<file path="src/design/icache_pkg.sv">
package icache_pkg;

    // ####################
    // basic widths
    // ####################

    parameter int ADDR_WIDTH = 16;
    parameter int WORD_WIDTH = 32;

    // bytes per instruction word
    parameter int WORD_BYTES = 4;

    typedef logic [ADDR_WIDTH-1:0] addr_t;
    typedef logic [WORD_WIDTH-1:0] word_t;

    // ####################
    // default geometry
    // ####################

    parameter int ICACHE_SET_DEF = 16;
    parameter int ICACHE_WAY_DEF = 2;
    parameter int ICACHE_BANK_DEF = 4;

    // controller states
    typedef enum logic [2:0] {
        IDLE,
        LOOKUP,
        COMPARE,
        MEM_REQ,
        MEM_WAIT,
        FILL,
        RESPOND
    } ctrl_state_t;

endpackage

</file>
<file path="src/design/icache_ram_if.sv">
`timescale 1ns/1ps

interface icache_ram_if #(
    parameter int ICACHE_SET = icache_pkg::ICACHE_SET_DEF,
    parameter int ICACHE_WAY = icache_pkg::ICACHE_WAY_DEF,
    parameter int ICACHE_BANK = icache_pkg::ICACHE_BANK_DEF
);
    import icache_pkg::*;

    localparam int IDX_W = $clog2(ICACHE_SET);
    localparam int OFF_W = $clog2(ICACHE_BANK * WORD_BYTES);
    localparam int TAG_W = $bits(addr_t) - IDX_W - OFF_W;

    // tag/valid side, valid bit on top of each entry
    logic tagv_en;
    logic [ICACHE_WAY-1:0] tagv_we;
    logic [IDX_W-1:0] tagv_index;
    logic [IDX_W-1:0] tagv_windex;
    logic [TAG_W:0] tagv_wdata;
    logic [ICACHE_WAY-1:0][TAG_W:0] tagv0;
    logic [ICACHE_WAY-1:0][TAG_W:0] tagv1;

    // data banks
    logic [ICACHE_BANK-1:0] en;
    logic [ICACHE_BANK-1:0][ICACHE_WAY-1:0] we;
    logic [ICACHE_BANK-1:0][IDX_W-1:0] index;
    word_t [ICACHE_BANK-1:0] wdata;
    word_t [ICACHE_BANK-1:0][ICACHE_WAY-1:0] data;

    modport ctrl (
        output tagv_en, tagv_we, tagv_index, tagv_windex, tagv_wdata,
        output en, we, index, wdata
    );

    modport array (
        input tagv_en, tagv_we, tagv_index, tagv_windex, tagv_wdata,
        input en, we, index, wdata,
        output tagv0, tagv1, data
    );

    modport reader (
        input tagv0, tagv1, data
    );

endinterface

</file>
<file path="src/design/icache_hit_select.sv">
`timescale 1ns/1ps

module icache_hit_select #(
    parameter int ICACHE_SET = icache_pkg::ICACHE_SET_DEF,
    parameter int ICACHE_WAY = icache_pkg::ICACHE_WAY_DEF,
    parameter int ICACHE_BANK = icache_pkg::ICACHE_BANK_DEF,
    localparam int IDX_W = $clog2(ICACHE_SET),
    localparam int OFF_W = $clog2(ICACHE_BANK * icache_pkg::WORD_BYTES),
    localparam int TAG_W = $bits(icache_pkg::addr_t) - IDX_W - OFF_W,
    localparam int WAY_W = (ICACHE_WAY > 1) ? $clog2(ICACHE_WAY) : 1
) (
    input logic clk,
    input logic rst_n,
    icache_ram_if.reader ram,
    input logic [TAG_W-1:0] cmp_tag,
    input logic last_set,
    output logic hit,
    output logic [WAY_W-1:0] hit_way,
    output logic next_hit,
    output icache_pkg::word_t [ICACHE_BANK-1:0] line
);
    logic [ICACHE_WAY-1:0] way_hit;
    logic [ICACHE_WAY-1:0] way_next;

    // valid bit sits above the tag
    always_comb begin
        for (int w = 0; w < ICACHE_WAY; w++) begin
            way_hit[w] = ram.tagv0[w][TAG_W] && (ram.tagv0[w][TAG_W-1:0] == cmp_tag);
            way_next[w] = ram.tagv1[w][TAG_W] && (ram.tagv1[w][TAG_W-1:0] == cmp_tag);
        end
    end

    assign hit = |way_hit;
    // next set belongs to another tag past the last set
    assign next_hit = !last_set && (|way_next);

    always_comb begin
        hit_way = '0;
        for (int w = 0; w < ICACHE_WAY; w++) begin
            if (way_hit[w]) begin
                hit_way = WAY_W'(w);
            end
        end
    end

    always_comb begin
        for (int b = 0; b < ICACHE_BANK; b++) begin
            line[b] = ram.data[b][hit_way];
        end
    end

    a_one_way_hit: assert property (@(posedge clk) disable iff (!rst_n)
        $onehot0(way_hit));

endmodule

</file>
<file path="src/flat_wrapper.sv">
// flat-port wrapper written by rule: the top's interface ports become plain ports
module icache_hit_select_flat 
#(
    parameter int ICACHE_SET = icache_pkg::ICACHE_SET_DEF,
    parameter int ICACHE_WAY = icache_pkg::ICACHE_WAY_DEF,
    parameter int ICACHE_BANK = icache_pkg::ICACHE_BANK_DEF,
    localparam int IDX_W = $clog2(ICACHE_SET),
    localparam int OFF_W = $clog2(ICACHE_BANK * icache_pkg::WORD_BYTES),
    localparam int TAG_W = $bits(icache_pkg::addr_t) - IDX_W - OFF_W,
    localparam int WAY_W = (ICACHE_WAY > 1) ? $clog2(ICACHE_WAY) : 1
)
  (clk, rst_n, cmp_tag, last_set, hit, hit_way, next_hit, line, ram_tagv0, ram_tagv1, ram_data);
  icache_ram_if #(.ICACHE_SET(ICACHE_SET), .ICACHE_WAY(ICACHE_WAY), .ICACHE_BANK(ICACHE_BANK)) ram_i ();
  input logic clk;
  input logic rst_n;
  input logic [TAG_W-1:0] cmp_tag;
  input logic last_set;
  output logic hit;
  output logic [WAY_W-1:0] hit_way;
  output logic next_hit;
  output icache_pkg::word_t [ICACHE_BANK-1:0] line;
  input wire logic [$bits(ram_i.tagv0)-1:0] ram_tagv0;
  input wire logic [$bits(ram_i.tagv1)-1:0] ram_tagv1;
  input wire logic [$bits(ram_i.data)-1:0] ram_data;
  assign ram_i.tagv0 = ram_tagv0;
  assign ram_i.tagv1 = ram_tagv1;
  assign ram_i.data = ram_data;
  icache_hit_select #(.ICACHE_SET(ICACHE_SET), .ICACHE_WAY(ICACHE_WAY), .ICACHE_BANK(ICACHE_BANK)) u_core (.clk(clk), .rst_n(rst_n), .ram(ram_i), .cmp_tag(cmp_tag), .last_set(last_set), .hit(hit), .hit_way(hit_way), .next_hit(next_hit), .line(line));
endmodule
</file>
<file path="config.mk">
export PLATFORM = sky130hd
export DESIGN_NAME = icache_hit_select_flat
export DESIGN_NICKNAME = d
export VERILOG_FILES = /design/src/design/icache_pkg.sv /design/src/design/icache_ram_if.sv /design/src/design/icache_hit_select.sv /design/src/flat_wrapper.sv
export SDC_FILE = /design/constraint.sdc
export NUM_CORES = 1
export LEC_CHECK = 0
export BUFFER_PORTS_ARGS = -buffer_cell sky130_fd_sc_hd__buf_2
export CORE_AREA = 5 5 168 170
export DETAILED_ROUTE_END_ITERATION = 10
export DIE_AREA = 0 0 173 175
export PLACE_DENSITY = 0.44
export SLEW_MARGIN = 10
export SYNTH_ARGS = -nofsm -noshare
export SYNTH_HDL_FRONTEND = slang
export SYNTH_SLANG_ARGS = --single-unit
</file>
<file path="constraint.sdc">
create_clock -name vclk -period 1.7
set_input_delay 0.255 -clock vclk [all_inputs]
set_output_delay 0.255 -clock vclk [all_outputs]
set_load 0.05 [all_outputs]
</file>
==> impl_metrics.py <==
metrics = {
    "cts": {
        "cts_hold_buf": 0,
    },
    "timing": {
        "period_share_pct": 128,
        "drv_slew": 0,
        "tightest_slew_ns": 0.277,
        "setup_viol": 129,
        "post-route-worst-setup-slack_ns": -0.477,
        "hold_violations": 0,
        "period_needed_ns": 2.18,
        "rsz0062_at_grt": "yes",
        "fmax_mhz": 459,
        "slew-limit-headroom_pct": 81.7,
    },
    "final_layout": {
        "drive_gt1_share_pct": 95.8,
        "syn2layout_area_growth_pct": 215,
        "nClkBuffers": 0,
        "flops_and_latches": 0,
        "antenna_cells": 0,
        "register_area_um2": 0,
        "num-nets-final": 949,
        "final_cell_area_mm2": 0.00623,
        "num-fill-cells": 2892,
    },
    "drt": {
        "drcViolationCount": 0,
        "antenna_left": 0,
        "vias": 3404,
        "post_drt_wl_per_cell_um": 18.7,
        "vias_per_cell": 3.46,
        "drt_first_iter_violations": 98,
        "drt_wl_total_um": 18400,
        "first_pass_iters": 4,
    },
    "worst_setup_path": {
        "worst_path_most_repeated_cell": "buf_4",
        "crit_path_cell_trace": "buf_6 > xnor2_2 > nand4_1 > buf_4 > nor3_4 > buf_4 > buf_12 > mux2_2 > buf_4",
        "crit_fanout": 22,
        "setup.worst_path.end": "line[127]",
        "cp.required_ns": 1.44,
        "crit_start": "ram_tagv0[15]",
        "setup.worst_path.start_class": "input port",
        "cpMaxStageDelayCell": "mux2_2",
        "max_stage_delay_ns": 0.39,
        "worstPathArrival_ns": 1.92,
        "worstSetupPathType": "in2out",
        "end_kind": "output port",
    },
    "synth": {
        "ys_top_cells_by_count": "mux2_2 (128), xor2_1 (21), buf_6 (11), xnor2_1 (11), nor3_1 (4)",
        "netlist_instances": 189,
        "netlist_area_mm2": 0.00197,
        "synth_most_common_cell": "mux2_2",
        "synth_nets": 492,
        "ys_warn_count": 0,
        "synth.area.top_cells": "mux2_2 (73%), xor2_1 (9.3%), buf_6 (6.3%), xnor2_1 (4.9%), buf_8 (1.5%)",
        "synth_cell_types": 14,
        "yosys.area.top_type": "mux2_2",
        "synth_top_area_share_pct": 73.0,
        "yosysSeqAreaShare_pct": 0,
        "avgSynthCellArea_um2": 10.4,
    },
    "floorplanning": {
        "dieArea_mm2": 0.0303,
        "die_h_um": 175,
        "initial_core_util_pct": 7.43,
        "io_pins": 434,
        "coreArea_mm2": 0.0266,
        "die_w_um": 173,
        "rows": 60,
    },
    "pwr": {
        "p_per_area_mw_per_mm2": 294,
        "ir_drop_uv": 137,
        "p_leak_nw": 3.18,
    },
    "global_route": {
        "grt_max_degree": 25,
        "antenna_found_initial": 0,
        "grt_pass1_wl_um": 24900,
        "gr-total-overflow": 0,
        "grt_pass1_vias": 3696,
        "grt.total_usage_pct": 10.6,
    },
    "run_status": {
        "violations": "negative setup slack",
        "status": "finished, violations left",
    },
    "hold_path": {
        "hold_path.class": "in2out",
    },
    "placement": {
        "portBuffers": 432,
        "globalplace.congestion": 0.883,
        "preCtsSetupSlack_ns": -0.648,
        "dpl-instance-area_mm2": 0.00487,
        "dp_hpwl_um": 15500,
    },
    "run": {
        "maxCapViolCount": 0,
    },
}
-- metrics by stage --
stage               instances  TNS [ns]  hold WS [ns]  total power, mW  utilization, %
floorplan                 189    -12.88         0.598            0.875               -
global placement          977    -72.52         0.824             1.50            18.3
detailed placement        977    -74.22         0.826             1.50            18.3
CTS                       982    -58.76         0.772             1.76            22.2
global route              985    -65.37         0.783             1.91            23.4
finish                    985    -53.83         0.774             1.83            23.4
-- worst min-delay path by stage --
stage              from        to  slack [ns]  cells after the start
3_3_place_gp   last_set  next_hit        0.82                      3
3_5_place_dp   last_set  next_hit        0.83                      3
2_1_floorplan  last_set  next_hit        0.60                      1
5_1_grt        last_set  next_hit        0.78                      3
4_1_cts        last_set  next_hit        0.77                      3
6_report       last_set  next_hit        0.77                      3
-- layout by cell type (no fill, tap or decap), drive strengths merged --
master | netlist | final
nand4 | 3 | 3
a41o | 1 | 1
a21oi | 1 | 1
nor3 | 5 | 5
buf | 14 | 466
xnor2 | 11 | 11
nand3 | 1 | 1
clkbuf | 0 | 3
nor4 | 3 | 3
xor2 | 21 | 21
mux2 | 128 | 128
nand2 | 1 | 1
-- layout make-up --
type | count | area [um^2] | share of cell area, %
repair buffers | 469 | 3510 | 56.3
well taps | 341 | 427 | 6.85
multi-input cells | 175 | 2290 | 36.8
-- layer usage --
metal | vias to the layer above | global-route usage, % | part of all wire [%]
met5 | - | 0 | 0
met4 | 0 | 0.133 | 0.18
met3 | 4 | 1.99 | 5.6
met2 | 171 | 20.0 | 54
met1 | 1616 | 13.2 | 40
li1 | 1613 | - | -
-- report_power, final --
| group | total [mW] | switching [mW] | leakage [nW] | internal (mW) |
|---|---|---|---|---|
| clock network | 0 | 0 | 0 | 0 |
| logic | 1.83 | 0.995 | 3.18 | 0.834 |
| registers | 0 | 0 | 0 | 0 |
-- critical path: cells and delay by family --
kind	cells	cell delay, ns
buffers and inverters	5	0.85
muxes	1	0.39
and+or+nand+nor	2	0.27
xor gates and xnor gates	1	0.15
-- logic make-up (layout without fill, tap and decap cells) --
kind of cell	Yosys count	after routing	synth area share, %
AOI/OAI and AO/OA	2	2	0.760
buffers and inverters	14	469	8.18
and+or+nand+nor	13	13	3.87
xor gates and xnor gates	32	32	14.2
muxes	128	128	73.0
-- what timing repair did --
item,4_1_cts,5_1_grt
gates cloned,1,3
setup buffers,4,0
pin swaps,11,9
gates resized for setup,286,67
hold endpoints to repair,0,0
setup endpoints to repair,131,131
Power figures use the tool's default switching activity.
