**src/design/icache_pkg.sv**
```systemverilog
package icache_pkg;

    // ####################
    // basic widths
    // ####################

    parameter int ADDR_WIDTH = 16;
    parameter int WORD_WIDTH = 32;

    // bytes per instruction word
    parameter int WORD_BYTES = 4;

    typedef logic [ADDR_WIDTH-1:0] addr_t;
    typedef logic [WORD_WIDTH-1:0] word_t;

    // ####################
    // default geometry
    // ####################

    parameter int ICACHE_SET_DEF = 16;
    parameter int ICACHE_WAY_DEF = 2;
    parameter int ICACHE_BANK_DEF = 4;

    // controller states
    typedef enum logic [2:0] {
        IDLE,
        LOOKUP,
        COMPARE,
        MEM_REQ,
        MEM_WAIT,
        FILL,
        RESPOND
    } ctrl_state_t;

endpackage

```
**src/design/icache_ram_if.sv**
```systemverilog
`timescale 1ns/1ps

interface icache_ram_if #(
    parameter int ICACHE_SET = icache_pkg::ICACHE_SET_DEF,
    parameter int ICACHE_WAY = icache_pkg::ICACHE_WAY_DEF,
    parameter int ICACHE_BANK = icache_pkg::ICACHE_BANK_DEF
);
    import icache_pkg::*;

    localparam int IDX_W = $clog2(ICACHE_SET);
    localparam int OFF_W = $clog2(ICACHE_BANK * WORD_BYTES);
    localparam int TAG_W = $bits(addr_t) - IDX_W - OFF_W;

    // tag/valid side, valid bit on top of each entry
    logic tagv_en;
    logic [ICACHE_WAY-1:0] tagv_we;
    logic [IDX_W-1:0] tagv_index;
    logic [IDX_W-1:0] tagv_windex;
    logic [TAG_W:0] tagv_wdata;
    logic [ICACHE_WAY-1:0][TAG_W:0] tagv0;
    logic [ICACHE_WAY-1:0][TAG_W:0] tagv1;

    // data banks
    logic [ICACHE_BANK-1:0] en;
    logic [ICACHE_BANK-1:0][ICACHE_WAY-1:0] we;
    logic [ICACHE_BANK-1:0][IDX_W-1:0] index;
    word_t [ICACHE_BANK-1:0] wdata;
    word_t [ICACHE_BANK-1:0][ICACHE_WAY-1:0] data;

    modport ctrl (
        output tagv_en, tagv_we, tagv_index, tagv_windex, tagv_wdata,
        output en, we, index, wdata
    );

    modport array (
        input tagv_en, tagv_we, tagv_index, tagv_windex, tagv_wdata,
        input en, we, index, wdata,
        output tagv0, tagv1, data
    );

    modport reader (
        input tagv0, tagv1, data
    );

endinterface

```
**src/design/icache_ctrl.sv**
```systemverilog
`timescale 1ns/1ps

module icache_ctrl #(
    parameter int ICACHE_SET = icache_pkg::ICACHE_SET_DEF,
    parameter int ICACHE_WAY = icache_pkg::ICACHE_WAY_DEF,
    parameter int ICACHE_BANK = icache_pkg::ICACHE_BANK_DEF,
    localparam int IDX_W = $clog2(ICACHE_SET),
    localparam int OFF_W = $clog2(ICACHE_BANK * icache_pkg::WORD_BYTES),
    localparam int TAG_W = $bits(icache_pkg::addr_t) - IDX_W - OFF_W,
    localparam int WAY_W = (ICACHE_WAY > 1) ? $clog2(ICACHE_WAY) : 1
) (
    input logic clk,
    input logic rst_n,
    input logic fetch_req,
    input icache_pkg::addr_t fetch_addr,
    output logic fetch_ack,
    output icache_pkg::word_t [ICACHE_BANK-1:0] fetch_line,
    output logic fetch_hit,
    output logic fetch_next_hit,
    output logic mem_req,
    output icache_pkg::addr_t mem_addr,
    input logic mem_ack,
    input icache_pkg::word_t [ICACHE_BANK-1:0] mem_line,
    icache_ram_if.ctrl ram,
    output logic [TAG_W-1:0] cmp_tag,
    output logic last_set,
    input logic hit,
    input logic [WAY_W-1:0] hit_way,
    input logic next_hit,
    input icache_pkg::word_t [ICACHE_BANK-1:0] line
);
    import icache_pkg::*;

    ctrl_state_t state;
    addr_t addr_q;
    word_t [ICACHE_BANK-1:0] fill_line;
    logic [IDX_W-1:0] set_idx;
    logic [IDX_W-1:0] init_cnt;
    logic init_done;
    logic missed;
    logic [WAY_W-1:0] rr_ptr;
    logic [WAY_W-1:0] fill_way;
    logic [ICACHE_WAY-1:0] way_sel;
    logic ram_on;
    logic filling;

    assign set_idx = addr_q[OFF_W +: IDX_W];
    assign cmp_tag = addr_q[$bits(addr_t)-1 -: TAG_W];
    assign last_set = (set_idx == IDX_W'(ICACHE_SET - 1));
    assign mem_addr = {addr_q[$bits(addr_t)-1:OFF_W], {OFF_W{1'b0}}};

    assign filling = (state == FILL);
    assign ram_on = (state == LOOKUP) || filling;
    assign way_sel = ICACHE_WAY'(1) << rr_ptr;

    // ####################
    // ram requests
    // ####################

    assign ram.tagv_en = ram_on;
    assign ram.tagv_we = filling ? way_sel : '0;
    assign ram.tagv_index = set_idx;
    assign ram.tagv_windex = set_idx;
    assign ram.tagv_wdata = {1'b1, cmp_tag};
    assign ram.en = {ICACHE_BANK{ram_on}};

    always_comb begin
        for (int b = 0; b < ICACHE_BANK; b++) begin
            ram.we[b] = filling ? way_sel : '0;
            ram.index[b] = set_idx;
            ram.wdata[b] = fill_line[b];
        end
    end

    // ####################
    // fsm
    // ####################

    always_ff @(posedge clk) begin
        if (!rst_n) begin
            state <= IDLE;
            fetch_ack <= 1'b0;
            fetch_hit <= 1'b0;
            fetch_next_hit <= 1'b0;
            mem_req <= 1'b0;
            missed <= 1'b0;
            rr_ptr <= '0;
            init_cnt <= '0;
            init_done <= 1'b0;
        end else begin
            // tag rams clear themselves over ICACHE_SET cycles
            if (!init_done) begin
                init_cnt <= init_cnt + 1'b1;
                if (init_cnt == IDX_W'(ICACHE_SET - 1)) begin
                    init_done <= 1'b1;
                end
            end
            case (state)
                IDLE: begin
                    if (fetch_req && init_done) begin
                        missed <= 1'b0;
                        state <= LOOKUP;
                    end
                end
                LOOKUP: state <= COMPARE;
                COMPARE: begin
                    if (hit) begin
                        fetch_ack <= 1'b1;
                        fetch_hit <= !missed;
                        fetch_next_hit <= next_hit;
                        state <= RESPOND;
                    end else begin
                        missed <= 1'b1;
                        mem_req <= 1'b1;
                        state <= MEM_REQ;
                    end
                end
                MEM_REQ: begin
                    if (mem_ack) begin
                        mem_req <= 1'b0;
                        state <= MEM_WAIT;
                    end
                end
                MEM_WAIT: begin
                    if (!mem_ack) begin
                        state <= FILL;
                    end
                end
                FILL: begin
                    rr_ptr <= (rr_ptr == WAY_W'(ICACHE_WAY - 1)) ? '0 : rr_ptr + 1'b1;
                    state <= LOOKUP;
                end
                RESPOND: begin
                    if (!fetch_req) begin
                        fetch_ack <= 1'b0;
                        state <= IDLE;
                    end
                end
                default: state <= IDLE;
            endcase
        end
    end

    always_ff @(posedge clk) begin
        if (state == IDLE && fetch_req) begin
            addr_q <= fetch_addr;
        end
        if (state == COMPARE && hit) begin
            fetch_line <= line;
        end
        if (state == MEM_REQ && mem_ack) begin
            fill_line <= mem_line;
        end
        if (filling) begin
            fill_way <= rr_ptr;
        end
    end

    a_no_ack_idle: assert property (@(posedge clk) disable iff (!rst_n)
        state == IDLE |-> !fetch_ack);

    a_mem_req_rise: assert property (@(posedge clk) disable iff (!rst_n)
        $rose(mem_req) |-> !mem_ack);

    // lookup after a refill must find the line in the way just written
    a_refill_hits: assert property (@(posedge clk) disable iff (!rst_n)
        state == COMPARE && missed |-> hit && hit_way == fill_way);

endmodule

```
**src/flat_wrapper.sv**
```systemverilog
// flat-port wrapper written by rule: the top's interface ports become plain ports
module icache_ctrl_flat import icache_pkg::*;
#(
    parameter int ICACHE_SET = icache_pkg::ICACHE_SET_DEF,
    parameter int ICACHE_WAY = icache_pkg::ICACHE_WAY_DEF,
    parameter int ICACHE_BANK = icache_pkg::ICACHE_BANK_DEF,
    localparam int IDX_W = $clog2(ICACHE_SET),
    localparam int OFF_W = $clog2(ICACHE_BANK * icache_pkg::WORD_BYTES),
    localparam int TAG_W = $bits(icache_pkg::addr_t) - IDX_W - OFF_W,
    localparam int WAY_W = (ICACHE_WAY > 1) ? $clog2(ICACHE_WAY) : 1
)
  (clk, rst_n, fetch_req, fetch_addr, fetch_ack, fetch_line, fetch_hit, fetch_next_hit, mem_req, mem_addr, mem_ack, mem_line, cmp_tag, last_set, hit, hit_way, next_hit, line, ram_tagv_en, ram_tagv_we, ram_tagv_index, ram_tagv_windex, ram_tagv_wdata, ram_en, ram_we, ram_index, ram_wdata);
  icache_ram_if #(.ICACHE_SET(ICACHE_SET), .ICACHE_WAY(ICACHE_WAY), .ICACHE_BANK(ICACHE_BANK)) ram_i ();
  input logic clk;
  input logic rst_n;
  input logic fetch_req;
  input icache_pkg::addr_t fetch_addr;
  output logic fetch_ack;
  output icache_pkg::word_t [ICACHE_BANK-1:0] fetch_line;
  output logic fetch_hit;
  output logic fetch_next_hit;
  output logic mem_req;
  output icache_pkg::addr_t mem_addr;
  input logic mem_ack;
  input icache_pkg::word_t [ICACHE_BANK-1:0] mem_line;
  output logic [TAG_W-1:0] cmp_tag;
  output logic last_set;
  input logic hit;
  input logic [WAY_W-1:0] hit_way;
  input logic next_hit;
  input icache_pkg::word_t [ICACHE_BANK-1:0] line;
  output wire logic [$bits(ram_i.tagv_en)-1:0] ram_tagv_en;
  output wire logic [$bits(ram_i.tagv_we)-1:0] ram_tagv_we;
  output wire logic [$bits(ram_i.tagv_index)-1:0] ram_tagv_index;
  output wire logic [$bits(ram_i.tagv_windex)-1:0] ram_tagv_windex;
  output wire logic [$bits(ram_i.tagv_wdata)-1:0] ram_tagv_wdata;
  output wire logic [$bits(ram_i.en)-1:0] ram_en;
  output wire logic [$bits(ram_i.we)-1:0] ram_we;
  output wire logic [$bits(ram_i.index)-1:0] ram_index;
  output wire logic [$bits(ram_i.wdata)-1:0] ram_wdata;
  assign ram_tagv_en = ram_i.tagv_en;
  assign ram_tagv_we = ram_i.tagv_we;
  assign ram_tagv_index = ram_i.tagv_index;
  assign ram_tagv_windex = ram_i.tagv_windex;
  assign ram_tagv_wdata = ram_i.tagv_wdata;
  assign ram_en = ram_i.en;
  assign ram_we = ram_i.we;
  assign ram_index = ram_i.index;
  assign ram_wdata = ram_i.wdata;
  icache_ctrl #(.ICACHE_SET(ICACHE_SET), .ICACHE_WAY(ICACHE_WAY), .ICACHE_BANK(ICACHE_BANK)) u_core (.clk(clk), .rst_n(rst_n), .fetch_req(fetch_req), .fetch_addr(fetch_addr), .fetch_ack(fetch_ack), .fetch_line(fetch_line), .fetch_hit(fetch_hit), .fetch_next_hit(fetch_next_hit), .mem_req(mem_req), .mem_addr(mem_addr), .mem_ack(mem_ack), .mem_line(mem_line), .ram(ram_i), .cmp_tag(cmp_tag), .last_set(last_set), .hit(hit), .hit_way(hit_way), .next_hit(next_hit), .line(line));
endmodule
```
**config.mk**
```make
export PLATFORM = sky130hd
export DESIGN_NAME = icache_ctrl_flat
export DESIGN_NICKNAME = d
export VERILOG_FILES = /design/src/design/icache_pkg.sv /design/src/design/icache_ram_if.sv /design/src/design/icache_ctrl.sv /design/src/flat_wrapper.sv
export SDC_FILE = /design/constraint.sdc
export NUM_CORES = 1
export LEC_CHECK = 0
export ABC_AREA = 1
export BUFFER_PORTS_ARGS = -buffer_cell sky130_fd_sc_hd__buf_2
export CORE_AREA = 2 2 241 243
export DETAILED_ROUTE_END_ITERATION = 12
export DIE_AREA = 0 0 243 245
export PLACE_DENSITY_LB_ADDON = 0.05
export SLEW_MARGIN = 20
export SYNTH_ARGS = -nofsm -noshare
export SYNTH_HDL_FRONTEND = slang
export SYNTH_SLANG_ARGS = --single-unit
```
**constraint.sdc**
```tcl
create_clock -name clk -period 17.43 [get_ports clk]
set_input_delay 2.6145 -clock clk [delete_from_list [all_inputs] [get_ports clk]]
set_output_delay 2.6145 -clock clk [all_outputs]
set_load 0.005 [all_outputs]
```
==> results of run 1 <==
## layout by cell type, fill, tap and decap left out
master and instances:
nand3_1 7, diode_2 1, o21ai_0 8, clkbuf_16 39, buf_4 3, edfxtp_1 268
ha_1 1, clkinv_2 8, clkinvlp_4 1, and3_1 1, nor2_4 3, clkbuf_1 7
and2_0 1, clkinv_1 9, inv_4 1, inv_6 1, a21oi_1 9, inv_1 10
nor2_1 16, nor3_1 1, bufinv_16 2, nor2_2 4, nand2_1 19, dfxtp_1 14
buf_2 601, conb_1 5, nand3_2 2, inv_2 2, nand2_2 1, a31oi_1 1
o21a_1 1
## where the power goes
group          internal, uW  switching [uW]
clock                   437             301
combinational          81.9             115
sequential              811            25.8
## synth_stat cells
master,count
a21oi_1,9
a31oi_1,1
and2_0,1
and3_1,1
buf_2,1
buf_4,57
conb_1,2
dfxtp_1,14
edfxtp_1,268
ha_1,1
inv_1,10
inv_2,3
nand2_1,19
nand2_2,1
nand3_1,7
nand3_2,2
nor2_1,18
nor2_2,3
nor2_4,2
nor3_1,1
o21a_1,1
o21ai_0,8
## cell type report
class | count | area share [%]
flip-flops and latches | 282 | 59.8
repair buffers | 604 | 21.8
clock buffers | 46 | 7.20
well taps | 765 | 6.88
multi-input cells | 80 | 2.87
clock inverters | 21 | 1.08
inverters | 13 | 0.369
diodes | 1 | 0.0180
## sequential cells by signal, summed over array words and instances, names as in the netlist
name,cells
u_core.fetch_line,128
u_core.rr_ptr,1
u_core.mem_req,1
u_core.fetch_next_hit,1
u_core.fetch_hit,1
u_core.fetch_ack,1
u_core.ram.wdata,128
u_core.missed,1
u_core.init_cnt,4
u_core.addr_q,12
u_core.state,3
u_core.init_done,1
## kinds of logic (layout without fill, tap and decap cells)
logic type / count (synthesis) / count (layout) / synth area share (%)
AOI/OAI and AO/OA: 19 / 19 / 1.08
adders and majority gates: 1 / 1 / 0.136
buffers and inverters: 71 / 684 / 5.24
DFF: 282 / 282 / 90.6
other: 2 / 6 / 0.0817
and+or+nand+nor: 55 / 55 / 2.82
## how the worst min path moves through the flow
stage	start	end	slack, ps
floorplan	u_core.missed	u_core.fetch_hit	410
global placement	u_core.missed	u_core.fetch_hit	430
detailed placement	u_core.missed	u_core.fetch_hit	440
CTS	u_core.missed	u_core.fetch_hit	440
global route	u_core.missed	u_core.fetch_hit	460
finish	u_core.missed	u_core.fetch_hit	430
## per-layer routing
| layer | vias up | track usage [%] |
|---|---|---|
| met1 | 2911 | 11.0 |
| met2 | 239 | 21.4 |
| li1 | 2739 | - |
| met4 | 10 | 3.59 |
| met3 | 60 | 3.97 |
| met5 | - | 0 |
## metrics by stage
stage	setup WS [ps]	hold WS, ps	cell area, sq um	cells	power (uW)
after floorplan	8800	405	9200	433	954
after global placement	11960	435	12800	1744	1060
after detailed placement	12010	438	12800	1744	1060
after CTS	12450	438	13900	1811	1820
after global routing	12320	461	13900	1811	1860
final	12640	434	13900	1812	1770
==> run_results.csv, run 1 <==
group,metric,value,unit
placement,portBuffers,601,
worst_setup_path,timing.rr.end,"u_core.ram.wdata[25]",
synth,synth_area,0.00919,sq mm
worst_setup_path,path_buf_inv,2,
route,drtPass1Iterations,4,
run,max_cap_viol_count,0,
timing,clock_skew,11.3,ps
clock_tree,tritoncts,"built",
worst_setup_path,cp.required,14820,ps
worst_hold_path,hp-class,"register to register",
layout,fillers,6159,
global_route,grt_max_degree,70,
timing,drv_slew,0,
worst_setup_path,crit_chain,"inv_2, nor2_2, nand2_1, nor2_1, buf_2",
clock_tree,cts-htree-levels,2,
synth,yosysWarnings,0,
clock_tree,cts_root_buf,"clkbuf_16",
clock_tree,cts.path.max_buffers,3,
timing,tns,0,ps
pwr,irDropWorstVdd,0.0000612,V
layout,multiInputGateArea,399,sq um
clock_tree,clock_latency,540,ps
synth,synthTopCellsByArea,"edfxtp_1 88%, buf_4 4.7%, dfxtp_1 3.1%",
clock_tree,cts_buffers,37,
route,dr_wl_met3,2380,um
floorplan,die_h,245,um
status,outcome,"finished, final reports clean",
placement,gp_congestion,0.742,
placement,dp_hpwl,27000,um
layout,ff_latch_area,0.00833,sq mm
floorplan,initial_core_util,16.1,%
global_route,grt_pass1_wl,46200,um
route,totalWireLength,34700,um
worst_setup_path,r2r_start,"u_core.state[1]",
worst_setup_path,cp_top_family,"simple AND/OR/NAND/NOR gates",
route,vias_per_cell,3.29,
worst_setup_path,critical_path.max_stage_delay,490,ps
synth,yosysSeqAreaShare,90.6,%
global_route,grt_pass1_vias,5950,
timing,max_freq,209,MHz
floorplan,die_w,243,um
global_route,grt.overflow.total,0,
route,highest_layer,"met5",
layout,final_util,24.4,%
clock_tree,cts_post_setup_buffers_inserted,0,
worst_setup_path,cp-startpoint,"u_core.state[0]",
timing,setup-violations-final,0,
timing,period_minus_slack,4790,ps
clock_tree,cts_resized,0,
worst_setup_path,crit_path_top_delay_cell,"dfxtp_1",
layout,syn_to_final_growth,51.5,%
global_route,track_usage,11.1,%
timing,min_period_over_period,27.5,%
synth,synth_top_area_share,87.6,%
worst_setup_path,path_depth,5,
worst_hold_path,worstHoldPathCells,1,
synth,synth_cell_types,22,
timing,hold_viol_final,0,
worst_setup_path,rrSetupSlack,14260,ps
worst_setup_path,critPathKind,"register to output port",
timing,worst_pin_slew,1010,ps
worst_setup_path,worstPathArrival,2180,ps
clock_tree,cts.reportedPaths.clkPinSlew,60,ps
route,drc,0,
synth,syn_inst,430,
clock_tree,cts.sinks,282,
worst_setup_path,start_kind,"register",
worst_setup_path,critPathMaxFanout,7,
synth,yosysTopAreaCell,"edfxtp_1",
route,ant_nets,0,
synth,ys_seq_elements,282,
pwr,p_leak,0.00573,uW
pwr,power_density,127,mW/mm^2
global_route,antenna_found_initial,6,
layout,nNetsFinal,1298,
layout,drive_gt1_share,63.9,%
timing,rsz0062_at_grt,"no",
worst_setup_path,crit_end,"ram_we[0]",
route,wl_met2,20000,um
route,routedWlPerCell,19.2,um
floorplan,dieArea,0.0595,sq mm
route,vias,5959,
route,wl_met1,11500,um
timing,slew_headroom,32.8,%
worst_setup_path,reg2reg_depth,6,
clock_tree,cts_hold_buf,0,
worst_setup_path,crit_path_end_kind,"output port",
floorplan,rows,88,
synth,syn_avg_cell_area,21.4,sq um
route,drt_iter0_drc,241,
floorplan,io_pins,612,
floorplan,core,0.0570,sq mm
(Power assumes the default switching activity.)
==> run 2, diff against run 1 <==
- ABC_AREA: 1 -> 0
- CORE_AREA: 2 2 241 243 -> 2 2 235 237
- DIE_AREA: 0 0 243 245 -> 0 0 237 239
- clock period: 17.43 -> 4 ns (I/O delays scaled with it)
==> run 2 against run 1 <==
Clock power grew to 4.3 times the previous value. Cell count shrank 5.2%. Total power increased to 4.3 times the previous value. Setup slack worse by 11000 ps. Sequential power rose to 4.4 times the previous value. Largest cell class unchanged. Largest power group unchanged. Register-to-register slack got worse by 13000 ps. Sequential share of layout area hardly changed.
==> run_results.csv, run 2 <==
group,metric,value,unit
layout,drive_gt1_share,65.4,%
route,drc,0,
timing,min_period_over_period,64.6,%
clock_tree,cts_hold_buf,0,
pwr,swShare,23.2,%
layout,nNetsFinal,1269,
global_route,grt.overflow.total,0,
synth,synthTopCellsByArea,"edfxtp_1 87%, buf_4 4.7%, dfxtp_1 3.0%",
worst_setup_path,worstPathArrival,1990,ps
layout,syn_to_final_growth,50.9,%
route,totalWireLength,31800,um
pwr,clkPwrFrac,42.0,%
timing,hold_ws,236,ps
pwr,switching_power,1770,uW
floorplan,core,0.0543,sq mm
synth,yosysWarnings,0,
floorplan,rows,86,
timing,period_minus_slack,2590,ps
worst_setup_path,cp.required,3400,ps
clock_tree,cts_root_buf,"clkbuf_16",
worst_setup_path,cp_top_family,"simple AND/OR/NAND/NOR gates",
timing,max_freq,387,MHz
pwr,comb_power_share,10.3,%
timing,worst_pin_slew,747,ps
worst_hold_path,hp-class,"primary input to register",
clock_tree,cts.sinks,282,
layout,layout_commonest_cell,"buf_2",
worst_setup_path,timing.rr.end,"u_core.ram.wdata[64]",
global_route,grt_pass1_vias,6018,
layout,fillers,5701,
pwr,irDropWorstVdd,0.000344,V
synth,syn_avg_cell_area,23.0,sq um
placement,portBuffers,601,
clock_tree,cts_post_setup_buffers_inserted,0,
synth,synthTopCellsByCount,"268 x edfxtp_1, 58 x buf_4, 14 x dfxtp_1, 5 x nor2b_1",
clock_tree,cts.reportedPaths.clkPinSlew,60,ps
timing,drv_slew,0,
synth,async_flop_share,0,%
timing,setup-violations-final,0,
pwr,p_leak,0.00572,uW
floorplan,die_h,239,um
global_route,grt_max_degree,45,
synth,synth_cell_types,38,
worst_setup_path,critPathMaxFanout,15,
clock_tree,cts.path.max_buffers,3,
clock_tree,clock_latency,530,ps
route,drt_iter0_drc,199,
worst_setup_path,start_kind,"register",
timing,tns,0,ps
route,vias,5791,
worst_setup_path,path_buf_inv,1,
layout,final_cell_count_no_fill,1718,
pwr,power.total,7630,uW
worst_hold_path,worstHoldPathCells,1,
worst_setup_path,critical_path.max_stage_delay,630,ps
timing,clock_skew,12.0,ps
floorplan,dieArea,0.0566,sq mm
timing,slew_headroom,50.2,%
floorplan,initial_core_util,17.0,%
global_route,grt_pass1_wl,43700,um
worst_setup_path,crit_path_top_delay_cell,"dfxtp_1",
synth,synth_ff_type,"edfxtp_1",
run,max_cap_viol_count,0,
timing,hold_viol_final,0,
worst_hold_path,hold-path-endpoint,"u_core.fetch_line[74]",
worst_setup_path,reg2reg_depth,2,
worst_setup_path,crit_chain,"nor2b_1, and3_1, buf_2",
layout,final_cell_mix,"601 x buf_2, 268 x edfxtp_1, 39 x clkbuf_16, 14 x dfxtp_1, 7 x clkinv_1",
route,drtPass1Iterations,4,
status,outcome,"finished, final reports clean",
floorplan,die_w,237,um
timing,setup_slack,1410,ps
synth,synth_top_area_share,87.3,%
synth,yosysSeqAreaShare,90.3,%
pwr,seq_power_share,47.8,%
worst_setup_path,cp-startpoint,"u_core.state[0]",
route,vias_per_cell,3.37,
placement,gp_congestion,0.703,
layout,multiInputGateArea,437,sq um
layout,ff_latch_area,0.00833,sq mm
pwr,power_density,548,mW/mm^2
clock_tree,cts_resized,0,
worst_setup_path,critPathKind,"register to output port",
synth,synth_area,0.00922,sq mm
worst_setup_path,crit_path_end_kind,"output port",
clock_tree,cts_buffers,37,
placement,dp_hpwl,24500,um
global_route,track_usage,10.8,%
clock_tree,cts-htree-levels,2,
synth,ys_seq_elements,282,
synth,synth.most_common_cell,"edfxtp_1",
placement,dp_slack,1730,ps
placement,dp_cells,1654,
worst_hold_path,hp-start,"line[74]",
pwr,p_int,5860,uW
route,ant_nets,0,
worst_setup_path,rrSetupSlack,1750,ps
synth,yosysTopAreaCell,"edfxtp_1",
route,routedWlPerCell,18.5,um
worst_setup_path,r2r_start,"u_core.state[1]",
synth,syn_inst,401,
global_route,antenna_found_initial,16,
synth,synth_edf_count,268,
floorplan,io_pins,612,
clock_tree,tritoncts,"built",
timing,rsz0062_at_grt,"no",
==> run 2: changes by cell type after synthesis, sizes merged, moves of 3 or more <==
| cell | before | now |
|---|---|---|
| inv | 13 | 1 |
| o21ai | 8 | 4 |
| nor2 | 23 | 1 |
| and2 | 1 | 4 |
| nor2b | 0 | 5 |
| nand3 | 9 | 1 |
| nand2b | 0 | 3 |
| a21oi | 9 | 2 |
| nand2 | 20 | 2 |
| xnor2 | 0 | 3 |
| buf | 58 | 61 |
==> run 2: cells by family (layout without fill, tap and decap cells) <==
group                      after synthesis  after routing  share of synthesized area, %
muxes                                    2              2                         0.217
and+or+nand+nor                         29             29                          2.37
AOI/OAI and AO/OA                       19             19                          1.48
buffers and inverters                   63            669                          5.10
other                                    2              9                        0.0815
adders and majority gates                1              1                         0.136
DFF                                    282            282                          90.3
xor gates and xnor gates                 3              3                         0.285
==> run 2: power by group through the flow <==
stage / Combinational (uW) / Clock, uW / Sequential [uW]
after global placement: 836 / 0 / 3710
after global routing: 874 / 3460 / 3680
after detailed placement: 816 / 0 / 3710
after CTS: 815 / 3370 / 3650
final: 783 / 3200 / 3650
after floorplan: 375 / 0 / 3720
==> run 2: worst max-delay path by stage <==
stage	end	slack [ps]	depth (start not counted)
6_report	ram_tagv_we[1]	1410	3
5_1_grt	ram_tagv_we[1]	1220	3
4_1_cts	ram_tagv_we[1]	1290	3
3_5_place_dp	u_core.fetch_line[100]	1730	3
3_3_place_gp	u_core.ram.wdata[4]	1710	2
2_1_floorplan	u_core.ram.wdata[0]	1220	1
==> run 2: stage by stage <==
| step | instance area, sq um | utilization (%) |
|---|---|---|
| after floorplan | 9230 | - |
| after global placement | 12800 | 23.5 |
| after detailed placement | 12800 | 23.5 |
| after CTS | 13900 | 25.6 |
| after global routing | 13900 | 25.6 |
| final | 13900 | 25.6 |
==> run 2: cell type report <==
| cell class | instances | area share [%] |
|---|---|---|
| Antenna cell | 4 | 0.0719 |
| Clock buffer | 45 | 7.17 |
| Clock inverter | 15 | 1.07 |
| Inverter | 1 | 0.0270 |
| Multi-Input combinational cell | 59 | 3.14 |
| Sequential cell | 282 | 59.8 |
| Tap cell | 704 | 6.33 |
| Timing Repair Buffer | 608 | 22.4 |
==> run 2: metal layers <==
layer / vias up / track usage, % / part of all wire [%]
met3: 75 / 7.06 / 14
met2: 347 / 18.0 / 49
li1: 2677 / - / -
met1: 2668 / 10.6 / 34
met5: - / 0 / 0.46
met4: 24 / 4.22 / 2.5
==> run 3, diff against run 2 <==
- clock period: 4 -> 2.4 ns (I/O delays scaled with it)
==> run 3 against run 2 <==
Sequential power rose by 66%. Cell count up 16%. Sequential cell count is the same. Hold slack worse by 190 ps. Non-clock buffer count increased by 276.
==> run_results.csv, run 3 (synthesis results as in run 2) <==
group,metric,value,unit
status,outcome,"finished, final reports clean",
floorplan,initial_core_util,17.0,%
timing,max_freq,456,MHz
pwr,p_leak,0.00687,uW
route,totalWireLength,36100,um
clock_tree,cts_root_buf,"clkbuf_16",
placement,gp_congestion,0.712,
worst_hold_path,hp-class,"primary input to register",
timing,min_period_over_period,91.4,%
layout,ff_latch_area,0.00833,sq mm
global_route,grt_pass1_wl,49500,um
timing,rsz0062_at_grt,"no",
layout,nNetsFinal,1545,
timing,drv_slew,0,
timing,worst_pin_slew,506,ps
clock_tree,cts.sinks,282,
worst_setup_path,critPathKind,"register to output port",
timing,hold_ws,46.2,ps
global_route,grt_pass1_vias,7202,
floorplan,io_pins,612,
pwr,power_density,782,mW/mm^2
route,drtPass1Iterations,4,
global_route,track_usage,12.1,%
floorplan,dieArea,0.0566,sq mm
route,vias,6814,
clock_tree,cts.path.max_buffers,3,
timing,clock_skew,18.7,ps
worst_setup_path,cp-startpoint,"u_core.state[0]",
timing,slew_headroom,66.3,%
route,ant_nets,0,
floorplan,die_w,237,um
global_route,antenna_found_initial,3,
timing,setup-violations-final,0,
route,vias_per_cell,3.42,
floorplan,die_h,239,um
worst_setup_path,r2r_start,"u_core.state[0]",
placement,portBuffers,601,
floorplan,rows,86,
clock_tree,tritoncts,"built",
timing,period_minus_slack,2190,ps
clock_tree,cts_post_setup_buffers_inserted,0,
worst_setup_path,cp.required,2040,ps
run,max_cap_viol_count,0,
floorplan,core,0.0543,sq mm
layout,layout_commonest_cell,"buf_2",
pwr,irDropWorstVdd,0.000396,V
clock_tree,cts_buffers,37,
timing,tns,0,ps
worst_setup_path,critPathMaxFanout,8,
route,routedWlPerCell,18.1,um
placement,dp_hpwl,27600,um
route,drt_iter0_drc,221,
route,drc,0,
layout,fillers,5574,
layout,drive_gt1_share,51.9,%
global_route,grt.overflow.total,0,
layout,final_cell_mix,"601 x buf_2, 268 x edfxtp_1, 267 x dlygate4sd3_1, 38 x clkbuf_16, 13 x dfxtp_1",
layout,syn_to_final_growth,80.6,%
layout,multiInputGateArea,445,sq um
global_route,grt_max_degree,37,
clock_tree,cts-htree-levels,2,
timing,hold_viol_final,0,
worst_setup_path,worstPathArrival,1830,ps
clock_tree,clock_latency,550,ps
worst_setup_path,start_kind,"register",
worst_setup_path,crit_path_end_kind,"output port",
clock_tree,cts.reportedPaths.clkPinSlew,50,ps
worst_hold_path,hp-start,"mem_line[76]",
run 3: layout make-up:
cell class	count	share of cell area (%)
Tap cell	704	5.29
Multi-Input combinational cell	59	2.68
Clock inverter	13	0.646
Timing Repair Buffer	884	35.4
Sequential cell	282	50.0
Antenna cell	1	0.0150
Inverter	1	0.0225
Clock buffer	49	5.96
run 3: metrics by stage:
stage          setup WS [ps]  area [sq um]  total power, uW  std cells  utilization (%)
2_1_floorplan            191          9240             6830        404                -
3_3_place_gp             564         12900             7640       1663             23.7
3_5_place_dp             562         12900             7630       1663             23.7
4_1_cts                  129         16600            13300       1992             30.6
5_1_grt                 15.0         16600            13600       1992             30.6
6_report                 207         16600            13000       1993             30.6
run 3: layer usage:
| metal | part of all wire, % | GRT usage [%] | vias up |
|---|---|---|---|
| met4 | 2.1 | 3.91 | 4 |
| met2 | 57 | 23.7 | 235 |
| li1 | - | - | 3219 |
| met3 | 6.7 | 3.53 | 52 |
| met1 | 34 | 12.1 | 3304 |
| met5 | 0.075 | 0 | - |
run 3: report_power, final:
part | switching (uW) | internal [uW] | total (uW)
Clock | 2160 | 3010 | 5170
Combinational | 831 | 969 | 1800
Sequential | 161 | 5890 | 6050
Total | 3150 | 9870 | 13000
run 3: path summary, 6_finish.rpt:
path,slack [ps],end,cells after the start
setup / recovery,210,ram_we[5],4
hold / removal,50,u_core.ram.wdata[76],1
setup reg to reg,690,u_core.fetch_line[35],2
hold reg to reg,480,u_core.mem_req,2
run 3: critical path, cell delays in order (launching register included):
cell and delay [ps]:
dfxtp_2 420, buf_4 190, nor2b_1 280, and3_1 270
buf_2 130
run 3: repair_timing:
| action | CTS | global route |
|---|---|---|
| hold buffers | 267 | 0 |
| setup endpoints to repair | 1 | 0 |
| gates resized for setup | 1 | 0 |
| endpoints found under the hold margin | 267 | 0 |
